[src/dbg_cfg.svh]
`ifndef DBG_CFG_SVH
`define DBG_CFG_SVH

////////////////////////////////////////
// widths
////////////////////////////////////////

`define DBG_BYTE_W        8   // one uart character
`define DBG_INST_W        32  // instruction memory word
`define DBG_ADDR_W        7
`define DBG_DUMP_BYTES    4   // status word goes out in this many bytes
`define DBG_END_OP_W      6   // all-ones opcode marks the last word

////////////////////////////////////////
// command bytes from the host
////////////////////////////////////////

`define DBG_CMD_START     8'd1
`define DBG_CMD_CONT      8'd2
`define DBG_CMD_STEPMODE  8'd3
`define DBG_CMD_REPROG    8'd5
`define DBG_CMD_STEP      8'd6

`endif
[src/dbg_pkg.sv]
`default_nettype none

`include "dbg_cfg.svh"

package dbg_pkg;

  // plain vectors for the widths used between blocks
  typedef logic [`DBG_BYTE_W-1:0] dbg_byte_t;
  typedef logic [`DBG_INST_W-1:0] dbg_inst_t;
  typedef logic [`DBG_ADDR_W-1:0] dbg_addr_t;

  // status word as seen by the host
  typedef logic [`DBG_DUMP_BYTES*`DBG_BYTE_W-1:0] dbg_dump_t;
  typedef logic [$clog2(`DBG_DUMP_BYTES)-1:0] dbg_dump_idx_t;

  // controller modes
  typedef enum logic [2:0] {
    st_idle,     // waiting for start command
    st_program,  // loading instruction memory
    st_wait,     // program loaded, waiting for a mode command
    st_step,     // one cpu cycle per step byte
    st_run,      // free running until halt
    st_send      // status dump in progress
  } dbg_state_t;

endpackage

`default_nettype wire

[src/dbg_unit.sv]
`timescale 1ns/1ps
`default_nettype none

module dbg_unit (
  input  wire                       clk,
  input  wire                       reset,
  input  wire                       halt,
  input  wire  dbg_pkg::dbg_dump_t  cpu_status,
  input  wire                       rx_done_tick,
  input  wire  dbg_pkg::dbg_byte_t  rx_data,
  input  wire                       tx_done_tick,
  output wire                       tx_start,
  output dbg_pkg::dbg_byte_t        tx_data,
  output wire                       inst_wr_en,
  output dbg_pkg::dbg_addr_t        inst_wr_addr,
  output dbg_pkg::dbg_inst_t        inst_wr_data,
  output wire                       cpu_clk_en,
  output wire                       debug_prog
);

  // controller to assembler
  wire                prog_clear;
  wire                prog_byte_valid;
  dbg_pkg::dbg_byte_t prog_byte;
  wire                prog_done;

  // controller to sender
  wire dump_start;
  wire dump_done;

  dbg_controller u_controller (
    .clk             (clk),
    .reset           (reset),
    .rx_done_tick    (rx_done_tick),
    .rx_data         (rx_data),
    .halt            (halt),
    .prog_done       (prog_done),
    .dump_done       (dump_done),
    .prog_clear      (prog_clear),
    .prog_byte_valid (prog_byte_valid),
    .prog_byte       (prog_byte),
    .debug_prog      (debug_prog),
    .cpu_clk_en      (cpu_clk_en),
    .dump_start      (dump_start)
  );

  dbg_word_assembler u_assembler (
    .clk             (clk),
    .reset           (reset),
    .prog_clear      (prog_clear),
    .prog_byte_valid (prog_byte_valid),
    .prog_byte       (prog_byte),
    .inst_wr_en      (inst_wr_en),
    .inst_wr_addr    (inst_wr_addr),
    .inst_wr_data    (inst_wr_data),
    .prog_done       (prog_done)
  );

  dbg_dump_sender u_sender (
    .clk          (clk),
    .reset        (reset),
    .dump_start   (dump_start),
    .cpu_status   (cpu_status),
    .tx_done_tick (tx_done_tick),
    .tx_start     (tx_start),
    .tx_data      (tx_data),
    .dump_done    (dump_done)
  );

endmodule

`default_nettype wire

[src/dbg_dump_sender.sv]
`timescale 1ns/1ps
`default_nettype none

`include "dbg_cfg.svh"

module dbg_dump_sender (
  input  wire                       clk,
  input  wire                       reset,
  input  wire                       dump_start,
  input  wire  dbg_pkg::dbg_dump_t  cpu_status,
  input  wire                       tx_done_tick,
  output logic                      tx_start,
  output dbg_pkg::dbg_byte_t        tx_data,
  output logic                      dump_done
);

  localparam dbg_pkg::dbg_dump_idx_t last_idx =
    dbg_pkg::dbg_dump_idx_t'(`DBG_DUMP_BYTES - 1);

  dbg_pkg::dbg_dump_t     status_q;   // snapshot taken at dump_start
  dbg_pkg::dbg_dump_idx_t byte_idx;   // byte currently on the line
  dbg_pkg::dbg_dump_idx_t idx_next;
  logic                   busy;
  logic                   tx_done_q;
  logic                   tx_edge;
  logic                   advance;

  assign tx_edge  = tx_done_tick & ~tx_done_q;
  assign advance  = busy & tx_edge;
  assign idx_next = byte_idx + 1'b1;

  ////////////////////////////////////////
  // handshake sequencing
  ////////////////////////////////////////

  always_ff @(posedge clk)
  begin
    if (reset)
    begin
      busy      <= 1'b0;
      byte_idx  <= '0;
      tx_done_q <= 1'b0;
      tx_start  <= 1'b0;
      dump_done <= 1'b0;
    end
    else
    begin
      tx_done_q <= tx_done_tick;
      tx_start  <= 1'b0;
      dump_done <= 1'b0;
      if (dump_start)
      begin
        busy     <= 1'b1;
        byte_idx <= '0;
        tx_start <= 1'b1;  // low byte goes first
      end
      else if (advance)
      begin
        if (byte_idx == last_idx)
        begin
          busy      <= 1'b0;
          dump_done <= 1'b1;
        end
        else
        begin
          byte_idx <= idx_next;
          tx_start <= 1'b1;
        end
      end
    end
  end

  // payload path
  always_ff @(posedge clk)
  begin
    if (dump_start)
    begin
      status_q <= cpu_status;
      tx_data  <= cpu_status[`DBG_BYTE_W-1:0];
    end
    else if (advance && byte_idx != last_idx)
      tx_data <= status_q[idx_next*`DBG_BYTE_W +: `DBG_BYTE_W];  // held until next start
  end

endmodule

`default_nettype wire

[src/dbg_word_assembler.sv]
`timescale 1ns/1ps
`default_nettype none

`include "dbg_cfg.svh"

module dbg_word_assembler (
  input  wire                       clk,
  input  wire                       reset,
  input  wire                       prog_clear,
  input  wire                       prog_byte_valid,
  input  wire  dbg_pkg::dbg_byte_t  prog_byte,
  output logic                      inst_wr_en,
  output dbg_pkg::dbg_addr_t        inst_wr_addr,
  output dbg_pkg::dbg_inst_t        inst_wr_data,
  output logic                      prog_done
);

  localparam int inst_bytes = `DBG_INST_W / `DBG_BYTE_W;
  localparam int idx_w      = $clog2(inst_bytes);
  localparam logic [idx_w-1:0] last_byte = idx_w'(inst_bytes - 1);

  logic [idx_w-1:0]   byte_idx;
  dbg_pkg::dbg_inst_t word_next;
  logic               end_word;

  // new byte enters at the top, so the first one ends up in the low byte
  assign word_next = {prog_byte, inst_wr_data[`DBG_INST_W-1:`DBG_BYTE_W]};
  assign end_word  = &word_next[`DBG_INST_W-1 -: `DBG_END_OP_W];

  ////////////////////////////////////////
  // byte count, address and write strobe
  ////////////////////////////////////////

  always_ff @(posedge clk)
  begin
    if (reset)
    begin
      inst_wr_en   <= 1'b0;
      prog_done    <= 1'b0;
      byte_idx     <= '0;
      inst_wr_addr <= '0;
    end
    else
    begin
      inst_wr_en <= 1'b0;
      prog_done  <= 1'b0;
      if (prog_clear)
      begin
        byte_idx     <= '0;
        inst_wr_addr <= '0;
      end
      else
      begin
        if (inst_wr_en)
          inst_wr_addr <= inst_wr_addr + 1'b1;  // next word slot
        if (prog_byte_valid)
        begin
          byte_idx <= byte_idx + 1'b1;  // wraps to 0 after a full word
          if (byte_idx == last_byte)
          begin
            inst_wr_en <= 1'b1;
            prog_done  <= end_word;
          end
        end
      end
    end
  end

  // shift register doubles as the write data
  always_ff @(posedge clk)
  begin
    if (prog_byte_valid)
      inst_wr_data <= word_next;
  end

endmodule

`default_nettype wire

[src/dbg_controller.sv]
`timescale 1ns/1ps
`default_nettype none

`include "dbg_cfg.svh"

module dbg_controller (
  input  wire                       clk,
  input  wire                       reset,
  input  wire                       rx_done_tick,
  input  wire  dbg_pkg::dbg_byte_t  rx_data,
  input  wire                       halt,
  input  wire                       prog_done,
  input  wire                       dump_done,
  output logic                      prog_clear,
  output logic                      prog_byte_valid,
  output dbg_pkg::dbg_byte_t        prog_byte,
  output logic                      debug_prog,
  output logic                      cpu_clk_en,
  output logic                      dump_start
);

  dbg_pkg::dbg_state_t state;
  dbg_pkg::dbg_state_t state_next;

  logic rx_done_q;
  logic rx_edge;     // one cycle per received byte
  logic step_cmd;
  logic halt_stop;
  logic step_pulse;  // the single cpu cycle of a step

  ////////////////////////////////////////
  // receive edge and command qualifiers
  ////////////////////////////////////////

  assign rx_edge   = rx_done_tick & ~rx_done_q;
  assign step_cmd  = (state == dbg_pkg::st_step) & rx_edge & (rx_data == `DBG_CMD_STEP);
  assign halt_stop = (state == dbg_pkg::st_run) & halt;

  assign prog_clear      = (state == dbg_pkg::st_idle) & rx_edge
                           & (rx_data == `DBG_CMD_START);
  assign prog_byte_valid = (state == dbg_pkg::st_program) & rx_edge;
  assign prog_byte       = rx_data;  // only looked at with the strobe

  assign debug_prog = (state == dbg_pkg::st_program);
  assign cpu_clk_en = (state == dbg_pkg::st_run) | step_pulse;

  ////////////////////////////////////////
  // next mode
  ////////////////////////////////////////

  always_comb
  begin
    state_next = state;
    case (state)
      dbg_pkg::st_idle:
      begin
        if (prog_clear)
          state_next = dbg_pkg::st_program;
      end

      dbg_pkg::st_program:
      begin
        if (prog_done)  // end word just written
          state_next = dbg_pkg::st_wait;
      end

      dbg_pkg::st_wait:
      begin
        if (rx_edge)
        begin
          case (rx_data)
            `DBG_CMD_REPROG:   state_next = dbg_pkg::st_idle;
            `DBG_CMD_CONT:     state_next = dbg_pkg::st_run;
            `DBG_CMD_STEPMODE: state_next = dbg_pkg::st_step;
            default:           state_next = dbg_pkg::st_idle;
          endcase
        end
      end

      dbg_pkg::st_step:
      begin
        if (step_cmd)
          state_next = dbg_pkg::st_send;  // clock pulse and dump follow
      end

      dbg_pkg::st_run:
      begin
        if (halt)
          state_next = dbg_pkg::st_send;
      end

      dbg_pkg::st_send:
      begin
        if (dump_done)
          state_next = halt ? dbg_pkg::st_wait : dbg_pkg::st_step;
      end

      default:
        state_next = dbg_pkg::st_idle;
    endcase
  end

  ////////////////////////////////////////
  // registers
  ////////////////////////////////////////

  always_ff @(posedge clk)
  begin
    if (reset)
    begin
      state      <= dbg_pkg::st_idle;
      rx_done_q  <= 1'b0;
      step_pulse <= 1'b0;
      dump_start <= 1'b0;
    end
    else
    begin
      state      <= state_next;
      rx_done_q  <= rx_done_tick;
      step_pulse <= step_cmd;
      // dump right after the step cycle, or as soon as the run stops
      dump_start <= step_pulse | halt_stop;
    end
  end

endmodule

`default_nettype wire

[config.mk]
export PLATFORM = sky130hd
export DESIGN_NAME = dbg_unit
export DESIGN_NICKNAME = d
export VERILOG_FILES = /design/src/dbg_pkg.sv /design/src/dbg_unit.sv /design/src/dbg_dump_sender.sv /design/src/dbg_word_assembler.sv /design/src/dbg_controller.sv
export VERILOG_INCLUDE_DIRS = /design/src
export SDC_FILE = /design/constraint.sdc
export NUM_CORES = 1
export LEC_CHECK = 0
export BUFFER_PORTS_ARGS = -buffer_cell sky130_fd_sc_hd__buf_4
export CAP_MARGIN = 15
export CORE_MARGIN = 5
export CORE_UTILIZATION = 39
export CTS_CLUSTER_DIAMETER = 150
export DETAILED_ROUTE_END_ITERATION = 10
export PLACE_DENSITY = 0.61
export SYNTH_ARGS = -nofsm -noshare
export SYNTH_HDL_FRONTEND = slang
export SYNTH_HIERARCHICAL = 1
export SYNTH_SLANG_ARGS = --single-unit
[constraint.sdc]
create_clock -name clk -period 6.2 [get_ports clk]
set_input_delay 1.24 -clock clk [delete_from_list [all_inputs] [get_ports clk]]
set_output_delay 1.24 -clock clk [all_outputs]
set_load 0.05 [all_outputs]
==> results of run 1 <==
## final timing paths
check                          startpoint                     endpoint  slack (ps)
max                 u_controller/state[0]                   debug_prog        3250
min          u_assembler/inst_wr_data[10]  u_assembler/inst_wr_data[2]         460
max reg2reg          u_sender/byte_idx[0]          u_sender/tx_data[7]        3780
min reg2reg  u_assembler/inst_wr_data[10]  u_assembler/inst_wr_data[2]         460
## state kept, by name, indices dropped and copies added, names as in the netlist
register,flops
u_assembler/byte_idx,2
u_assembler/inst_wr_addr,7
u_assembler/inst_wr_data,32
u_assembler/inst_wr_en,1
u_assembler/prog_done,1
u_controller/dump_start,1
u_controller/rx_done_q,1
u_controller/state,3
u_controller/step_pulse,1
u_sender/busy,1
u_sender/byte_idx,2
u_sender/dump_done,1
u_sender/status_q,32
u_sender/tx_data,8
u_sender/tx_done_q,1
u_sender/tx_start,1
## per-layer routing
layer / part of all wire [%] / global-route usage [%] / routed length [um] / up-vias
met5: 0 / 0 / 0 / -
met3: 4.1 / 3.00 / 295 / 8
li1: - / - / - / 1116
met1: 45 / 17.1 / 3200 / 1076
met4: 1.7 / 6.76 / 119 / 0
met2: 50 / 18.4 / 3550 / 47
## placed cells by master (no fill, tap or decap), types with 3 or more instances in the layout
cell type,instances
sky130_fd_sc_hd__nand2b_1,4
sky130_fd_sc_hd__dfxtp_1,22
sky130_fd_sc_hd__clkbuf_8,9
sky130_fd_sc_hd__nand4_1,3
sky130_fd_sc_hd__or2b_2,3
sky130_fd_sc_hd__nand2_1,8
sky130_fd_sc_hd__a211oi_1,9
sky130_fd_sc_hd__nor2b_1,10
sky130_fd_sc_hd__a221oi_1,8
sky130_fd_sc_hd__ha_1,3
sky130_fd_sc_hd__xor2_1,3
sky130_fd_sc_hd__and2b_1,4
sky130_fd_sc_hd__nor2_1,14
sky130_fd_sc_hd__mux2i_1,11
sky130_fd_sc_hd__o21ai_0,5
sky130_fd_sc_hd__xnor2_1,3
sky130_fd_sc_hd__inv_1,8
sky130_fd_sc_hd__nor3_1,4
sky130_fd_sc_hd__edfxtp_1,72
sky130_fd_sc_hd__a21oi_1,9
sky130_fd_sc_hd__buf_4,96
## worst max-delay path, stage by stage (launching register included)
cell	delay, ps
sky130_fd_sc_hd__dfxtp_1	500
sky130_fd_sc_hd__or2b_2	350
sky130_fd_sc_hd__nor2_1	240
sky130_fd_sc_hd__buf_4	260
## metrics by stage
stage	cells	instance area, sq um
6_report	474	4680
5_1_grt	474	4680
4_1_cts	474	4680
3_5_place_dp	458	4460
3_3_place_gp	458	4460
2_1_floorplan	250	3710
## area by class of cell
class	count	area [sq um]	area share, %
clock buffers	9	124	2.65
multi-input cells	130	927	19.8
flip-flops and latches	95	2620	56.0
well taps	129	161	3.45
clock inverters	7	95.1	2.03
repair buffers	96	721	15.4
inverters	8	30.0	0.641
## logic make-up (layout without fill, tap and decap cells)
| logic type | Yosys count | count (layout) | share of synthesized area (%) |
|---|---|---|---|
| AND/OR/NAND/NOR | 73 | 73 | 12.6 |
| AO/OA/AOI/OAI | 37 | 37 | 7.02 |
| adder cells (fa/ha/maj) | 3 | 3 | 1.01 |
| flip-flops | 95 | 95 | 70.7 |
| buffers and inverters | 25 | 120 | 4.25 |
| multiplexers | 11 | 11 | 2.97 |
| XOR/XNOR | 6 | 6 | 1.42 |
## power by group through the flow
stage          Sequential (uW)  Combinational, uW  Clock (uW)
2_1_floorplan              695               9.54           0
3_3_place_gp               694               33.4           0
3_5_place_dp               694               34.0           0
4_1_cts                    680               34.3         462
5_1_grt                    680               37.0         488
6_report                   680               33.9         444
==> results.md, run 1 <==
- The run finished with clean final reports.
- The net switching fraction of the power is between 15 and 20%.
- The number of iterations in the first detailed-routing pass is 4.
- In the final timing run, aggregate negative setup slack is 0 ps.
- The most common cell in the netlist is sky130_fd_sc_hd__edfxtp_1.
- The mean instance size in the synthesized netlist is 14.8 sq um.
- For this design the total switching power over the nets is approximately 230 uW.
- The share of the clock period used by the worst path after layout is 47.6%.
- The arrival time at the worst endpoint is between 1500 and 2000 ps.
- The part of the total power dissipated in the clock network is 38.3%.
- The count of antenna-violating nets left after detailed routing is 0.
- The number of antenna diodes in the final layout is 0.
- STA classifies the critical path endpoint as a primary output.
- After detailed routing, the number of remaining DRC violations is 0.
- The final max-slew violation count is 0.
- Entering global routing, the biggest net connects 48 pins.
- The floorplan step defined a die boundary enclosing 11600 sq um.
- Yosys printed 6 warnings.
- The commonest cells after synthesis are 72 x sky130_fd_sc_hd__edfxtp_1, 23 x sky130_fd_sc_hd__dfxtp_1, 14 x sky130_fd_sc_hd__nor2_1.
- The netlist uses 45 different library cells.
- The combinational share of power is between 2 and 3%.
- Counting every instance in the synthesized netlist gives 250.
- The clock skew after layout is 9.27 ps.
- The average detailed-routed wire length per instance is 15.1 um.
- Fill cells in the final layout number 838.
- The proportion of register bits with asynchronous set or reset after synthesis is 0%.
- Yosys mapped a number of flops with a built-in enable equal to ~70.
- The number of buffers inserted by post-CTS setup repair is 0.
- Across the run, the number of max-cap violations was 0.
- After layout, the minimum clock period comes to 2950 ps.
- The top fanout value on the critical path is 11.
- The die is 108 um tall.
- The cell taking the most area after synthesis is sky130_fd_sc_hd__edfxtp_1.
- After clock tree synthesis, the repair step resized 0 gates.
- The overall track demand over capacity in global routing is 12.6%.
- The headroom to the max-slew limit is 28.1%.
- In the final layout, the share of cells above drive strength 1 is 36.5%.
- The prevailing post-synth register cell is sky130_fd_sc_hd__edfxtp_1.
- The clock tree root driver cell is sky130_fd_sc_hd__clkbuf_8.
- At the pin with the least slew margin, the transition time is about 1100 ps.
- In this run the standard cell core region covers 9240 sq um.
- The final-stage net count is 388.
- No sink is reached through more buffers than the 2 on the longest clock path.
- The sequential group share of total power is 58.7%.
- The count of final hold-check violations is 0.
- The top-level I/O count is 96.
- The worst-case IR drop observed on VDD is roughly 0.12 mV.
- Once layout is complete, the utilization of the core stands at between 50% and 60%.
- The area added between synthesis and finish is 26.3%.
- The startpoint kind of the worst setup timing path is a flop.
- In this run the cell area of the synthesized design comes to roughly 3700 sq um.
- Setup violations remaining at the end of the flow were counted as 0.
- The number of buffer cells added on primary ports is 95.
- TritonCTS created 9 clock buffers.
- In this run the core area contains 35 standard-cell rows.
- The internal power is 929 uW.
- TritonCTS built the clock tree.
- Counting instances, the worst hold path has a depth of 0.
- The depth of the worst register-to-register path is 3.
- Summed over all cells, the static leakage comes to 0.00175 uW.
- The initial antenna violation count is 0.
- The number of buffers added to fix hold violations after cts is 0.
- Setup repair after global routing left no endpoint under its margin.
- After global routing the overflow that remains totals 0.
- The detailed router finished its first iteration with 70 violations.
- The number of nets in the synthesized netlist is approximately 300.
- The H-tree was split into 3 levels.
- The design draws 1160 uW.
- The average via count per standard cell is between 4 and 5.
- The placement-stage worst setup slack is 3370 ps.
- The wire length of the first global-routing pass is 11100 um.
- The die width is 108 um.
- The worst setup path is of the flop to primary output kind.
- Once the floorplan was initialized, standard cells occupied 40.1% of the core.
- The routed layout has 2247 vias.
- The cell area power density is 247 nW/um^2.
- The weighted congestion at the end of routability-driven global placement is ~0.73.
- The register clock-pin slew on the reported worst setup and hold paths is 90 ps.
- The highest attainable clock frequency is 339 MHz.
- The number of clock sinks seen by CTS is 95.
- For this block, the routed nets add up to 7170 um of wire.
- The minimum hold slack is 458 ps.
- The via count of the first global-routing pass is 2153.
- Of the post-synthesis cell area, the dominant cell type holds 58.3%.
- The min-delay analysis places its worst path in the category flop to flop.
- The smallest setup slack after layout is between 3000 and 4000 ps.
- The data required time of the worst path is 4960 ps.
- The post-detailed-placement half-perimeter wirelength is 4970 um.
- The share of the Yosys chip area taken by registers is just over 70%.
- The later pin in the worst-skew pair is clocked with a latency of around 350 ps.
- In this run, synthesis produced a sequential element count of between 90 and 100.
- Sorting the synthesized cells by area gives the leading types as sky130_fd_sc_hd__edfxtp_1 58%, sky130_fd_sc_hd__dfxtp_1 12%, sky130_fd_sc_hd__mux2i_1 3.0%.
Note: power is estimated with default switching activity, not from simulation.
==> inputs of run 2 (changes only) <==
--- a/config.mk
+++ b/config.mk
@@ -6,13 +6,14 @@
 export SDC_FILE = /design/constraint.sdc
 export NUM_CORES = 1
 export LEC_CHECK = 0
+export ABC_AREA = 1
 export BUFFER_PORTS_ARGS = -buffer_cell sky130_fd_sc_hd__buf_4
 export CAP_MARGIN = 15
 export CORE_MARGIN = 5
 export CORE_UTILIZATION = 39
 export CTS_CLUSTER_DIAMETER = 150
 export DETAILED_ROUTE_END_ITERATION = 10
-export PLACE_DENSITY = 0.61
+export PLACE_DENSITY = 0.6
 export SYNTH_ARGS = -nofsm -noshare
 export SYNTH_HDL_FRONTEND = slang
 export SYNTH_HIERARCHICAL = 1
==> constraint.sdc (replaced) <==
create_clock -name clk -period 2.98 [get_ports clk]
set_input_delay 0.596 -clock clk [delete_from_list [all_inputs] [get_ports clk]]
set_output_delay 0.596 -clock clk [all_outputs]
set_load 0.05 [all_outputs]
==> results.md, run 2 <==
- The core outline area came to 9820 sq um (was 9240 sq um).
- The most frequent standard cell in the layout excluding fill and tap cells is sky130_fd_sc_hd__buf_4 (unchanged).
- The cell with the largest stage delay on the worst path is sky130_fd_sc_hd__dfxtp_1 (unchanged).
- The measured slew at the worst slew-check pin is 507 ps (was 1080 ps).
- The total setup violations reported at the end of the flow is 0 (unchanged).
- The class of the tightest hold or removal check is primary input to flop (was flop to flop).
- The number of clock sinks seen by CTS was 95 (unchanged).
- The vertical extent of the die is 110 um (was 108 um).
- The register bit count reported by yosys is 95 (unchanged).
- The average via count per standard cell came to 4.42 (was 4.74).
- The depth of the worst register-to-register path is 6 (was 3).
- The mean instance size in the synthesized netlist is 10.6 sq um (was 14.8 sq um).
- The critical path class is flop to primary output (unchanged).
- The worst vdd rail ir drop is 0.229 mV (was 0.123 mV).
- The placement row count came to 36 (was 35).
- The number of gates resized after cts is 0 (unchanged).
- The clock skew after layout is 11.8 ps (was 9.27 ps).
- Most frequent cells after synthesis: 89 x sky130_fd_sc_hd__nand2_1, 72 x sky130_fd_sc_hd__edfxtp_1, 56 x sky130_fd_sc_hd__inv_1 (was 72 x sky130_fd_sc_hd__edfxtp_1, 23 x sky130_fd_sc_hd__dfxtp_1, 14 x sky130_fd_sc_hd__nor2_1).
- The element type at the critical path end is a primary output (unchanged).
- The smallest setup slack after layout is 1040 ps (was 3250 ps).
- The headroom to the max-slew limit is 66.2% (was 28.1%).
- The via count of the first global-routing pass is 2546 (was 2153).
- The number of cells produced by synthesis is 371 (was 250).
- The post-synthesis instance area is 3940 sq um (was 3710 sq um).
- The clock tree from TritonCTS is built (unchanged).
- The count of antenna-violating nets left after detailed routing is 0 (unchanged).
- The number of nets in the synthesized netlist is 419 (was 298).
- The highest attainable clock frequency is 516 MHz.
- The startpoint kind of the worst setup timing path is a flop (unchanged).
- The CTS buffer count is 9 (unchanged).
- The number of distinct library cells after synthesis is 28 (was 45).
- Highest-count cells in the layout ignoring fill and taps: 98 x sky130_fd_sc_hd__buf_4, 89 x sky130_fd_sc_hd__nand2_1, 72 x sky130_fd_sc_hd__edfxtp_1 (was 96 x sky130_fd_sc_hd__buf_4, 72 x sky130_fd_sc_hd__edfxtp_1, 22 x sky130_fd_sc_hd__dfxtp_1).
- The area added between synthesis and finish is 25.4% (was 26.3%).
- The prevailing post-synth register cell is sky130_fd_sc_hd__edfxtp_1 (unchanged).
- The wire length of the first global-routing pass is 12600 um (was 11100 um).
- Run status: finished, final reports clean (unchanged).
- The fraction of post-synthesis cell area in the top cell type by area was 54.9% (was 58.3%).
- The start of the worst register-to-register path is u_sender/byte_idx[1] (was u_sender/byte_idx[0]).
- The synthesis warning total is 6 (unchanged).
- The sequential area share after synthesis is 66.6% (was 70.7%).
- The number of buffers inserted by post-CTS setup repair is 0 (unchanged).
- The initial antenna violation count came to 0 (unchanged).
- The maximum number of pins on one net before global-route repair was 43 (was 48).
- The fraction of layout cells with a size suffix above 1 is 30.4% (was 36.5%).
- The buffer and inverter count on the worst path is 1 (unchanged).
- The endpoint of the worst hold path is u_sender/status_q[12] (was u_assembler/inst_wr_data[2]).
- The most common cell in the netlist is sky130_fd_sc_hd__nand2_1 (was sky130_fd_sc_hd__edfxtp_1).
- The worst-case register-to-register setup slack is 1420 ps (was 3780 ps).
- Setup repair after global routing missed its margin: false (unchanged).
- The worst flop-to-flop path endpoint is u_sender/tx_data[6] (was u_sender/tx_data[7]).
- The count of maximum capacitance violations is 0 (unchanged).
- The number of buffers added to fix hold violations after cts was 0 (unchanged).
- The reported leakage power is 0.00213 uW (was 0.00175 uW).
- The arrival time at the worst endpoint was 1340 ps (was 1710 ps).
- The final-stage net count is 514 (was 388).
- The overall track demand over capacity in global routing is 12.8% (was 12.6%).
- The summed negative setup slack over all endpoints came to 0 ps (unchanged).
- The weighted congestion at the end of routability-driven global placement was 0.816 (was 0.730).
- The number of iterations in the first detailed-routing pass is 4 (unchanged).
- The proportion of register bits with asynchronous set or reset after synthesis is 0% (unchanged).
- The worst path uses 65.0% of the clock period.
- The origin of the worst min-delay path is cpu_status[12] (was u_assembler/inst_wr_data[10]).
- The number of buffer cells added on primary ports was 95 (unchanged).
- The number of DRC markers after the initial detailed-route iteration came to 134 (was 70).
- The average detailed-routed wire length per instance was 13.0 um (was 15.1 um).
- The starting utilization of the core area came to 40.1% (about the same).
- The top-level I/O count is 96 (unchanged).
- The number of flops mapped to enable cells by yosys is 72 (unchanged).
- The top fanout value on the critical path was 7 (was 11).
- Biggest area contributors in the synthesized netlist: sky130_fd_sc_hd__edfxtp_1 55%, sky130_fd_sc_hd__dfxtp_1 12%, sky130_fd_sc_hd__nand2_1 8.5% (was sky130_fd_sc_hd__edfxtp_1 58%, sky130_fd_sc_hd__dfxtp_1 12%, sky130_fd_sc_hd__mux2i_1 3.0%).
- The total length of routed wires is 7850 um (was 7170 um).
- Critical Path, Cell by Cell: nand3_1 > nand2_1 > buf_4 (was or2b_2 > nor2_1 > buf_4).
- The H-tree depth reported by CTS is 3 (unchanged).
- The antenna cell count is 0 (unchanged).
- The count of unresolved DRC violations after routing came to 0 (unchanged).
- The number of vias in the routed layout came to 2668 (was 2247).
- The data required time of the worst path came to 2380 ps (was 4960 ps).
- The clock tree root driver cell is sky130_fd_sc_hd__clkbuf_8 (unchanged).
- The cell area power density is 639 nW/um^2 (was 247 nW/um^2).
- The placement-stage worst setup slack came to 1140 ps (was 3370 ps).
- The maximum count of clock buffers along a single path came to 2 (unchanged).
- The final max-slew violation count was 0 (unchanged).
- The post-layout utilization of the core came to 50.3% (was 50.7%).
- The post-detailed-placement half-perimeter wirelength is 5620 um (was 4970 um).
- The maximum single-stage delay on the critical path is 530 ps (was 500 ps).
- The remaining global-route overflow is 0 (unchanged).
- The hold path depth came to 1 (was 0).
- The cell taking the most area after synthesis is sky130_fd_sc_hd__edfxtp_1 (unchanged).
- The register clock-pin slew on the reported worst setup and hold paths is 100 ps (was 90 ps).
- The top cell family by delay on the critical path is flip-flops (was simple AND/OR/NAND/NOR gates).
- Largest regs: u_assembler/inst_wr_data (32), u_sender/status_q (32), u_sender/tx_data (8) (unchanged).
- The later-pin clock latency in the skew report was 350 ps (about the same).
- The count of final hold-check violations was 0 (unchanged).
- The die width came to 110 um (was 108 um).
- The minimum clock period is 1940 ps.
- The die area came to 12200 sq um (was 11600 sq um).
run 2: cell types whose count changed after synthesis, moves of 8 or more:
cell / delta
sky130_fd_sc_hd__nor2_1: +17
sky130_fd_sc_hd__nand2_1: +81
sky130_fd_sc_hd__a221oi_1: -8
sky130_fd_sc_hd__nor2b_1: -10
sky130_fd_sc_hd__inv_1: +48
sky130_fd_sc_hd__nand3_1: +23
sky130_fd_sc_hd__mux2i_1: -11
sky130_fd_sc_hd__a211oi_1: -9
sky130_fd_sc_hd__nand2_2: +14
run 2: how the worst max path moves through the flow:
stage               slack, ps  cells after the start                  start                 endpoint
floorplan                 460                      4           rx_done_tick    u_assembler/prog_done
global placement         1200                      7             rx_data[2]  u_assembler/byte_idx[1]
detailed placement       1140                      7             rx_data[2]  u_assembler/byte_idx[1]
CTS                      1030                      3  u_controller/state[2]               cpu_clk_en
global route              940                      3  u_controller/state[2]               cpu_clk_en
finish                   1040                      3  u_controller/state[2]               cpu_clk_en
run 2: cell type report:
type                    instances  area [sq um]
clock inverters                 7          72.6
fillers                       926          4880
inverters                      59           226
flip-flops and latches         95          2620
well taps                     133           166
repair buffers                 98           736
clock buffers                   9           124
multi-input cells             203           986
run 2: cell families (layout without fill, tap and decap cells):
family | after synthesis | in the layout | share of synthesized area (%)
AO/OA/AOI/OAI | 16 | 16 | 2.19
XOR/XNOR | 1 | 1 | 0.223
adder cells (fa/ha/maj) | 3 | 3 | 0.954
buffers and inverters | 73 | 173 | 8.61
flip-flops | 95 | 95 | 66.6
AND/OR/NAND/NOR | 183 | 183 | 21.4
run 2: per-layer routing:
layer  part of all wire [%]  track usage, %  vias to the layer above
li1                       -               -                     1386
met1                     45            17.1                     1218
met2                     49            20.1                       60
met3                    5.2            3.61                        4
met4                   0.78            4.19                        0
met5                      0               0                        -
run 2: metrics by stage:
stage                     total power [uW]  cells  hold slack [ps]  area, sq um
after floorplan                       2130    371              444         3940
after CTS                             3190    604              393         4930
final                                 3150    604              409         4930
after detailed placement              2350    588              437         4740
after global routing                  3320    604              381         4930
after global placement                2340    588              436         4740
run 2: where the power goes:
part	switching [uW]	internal, uW
logic	489	218
clock network	453	389
registers	52.7	1550
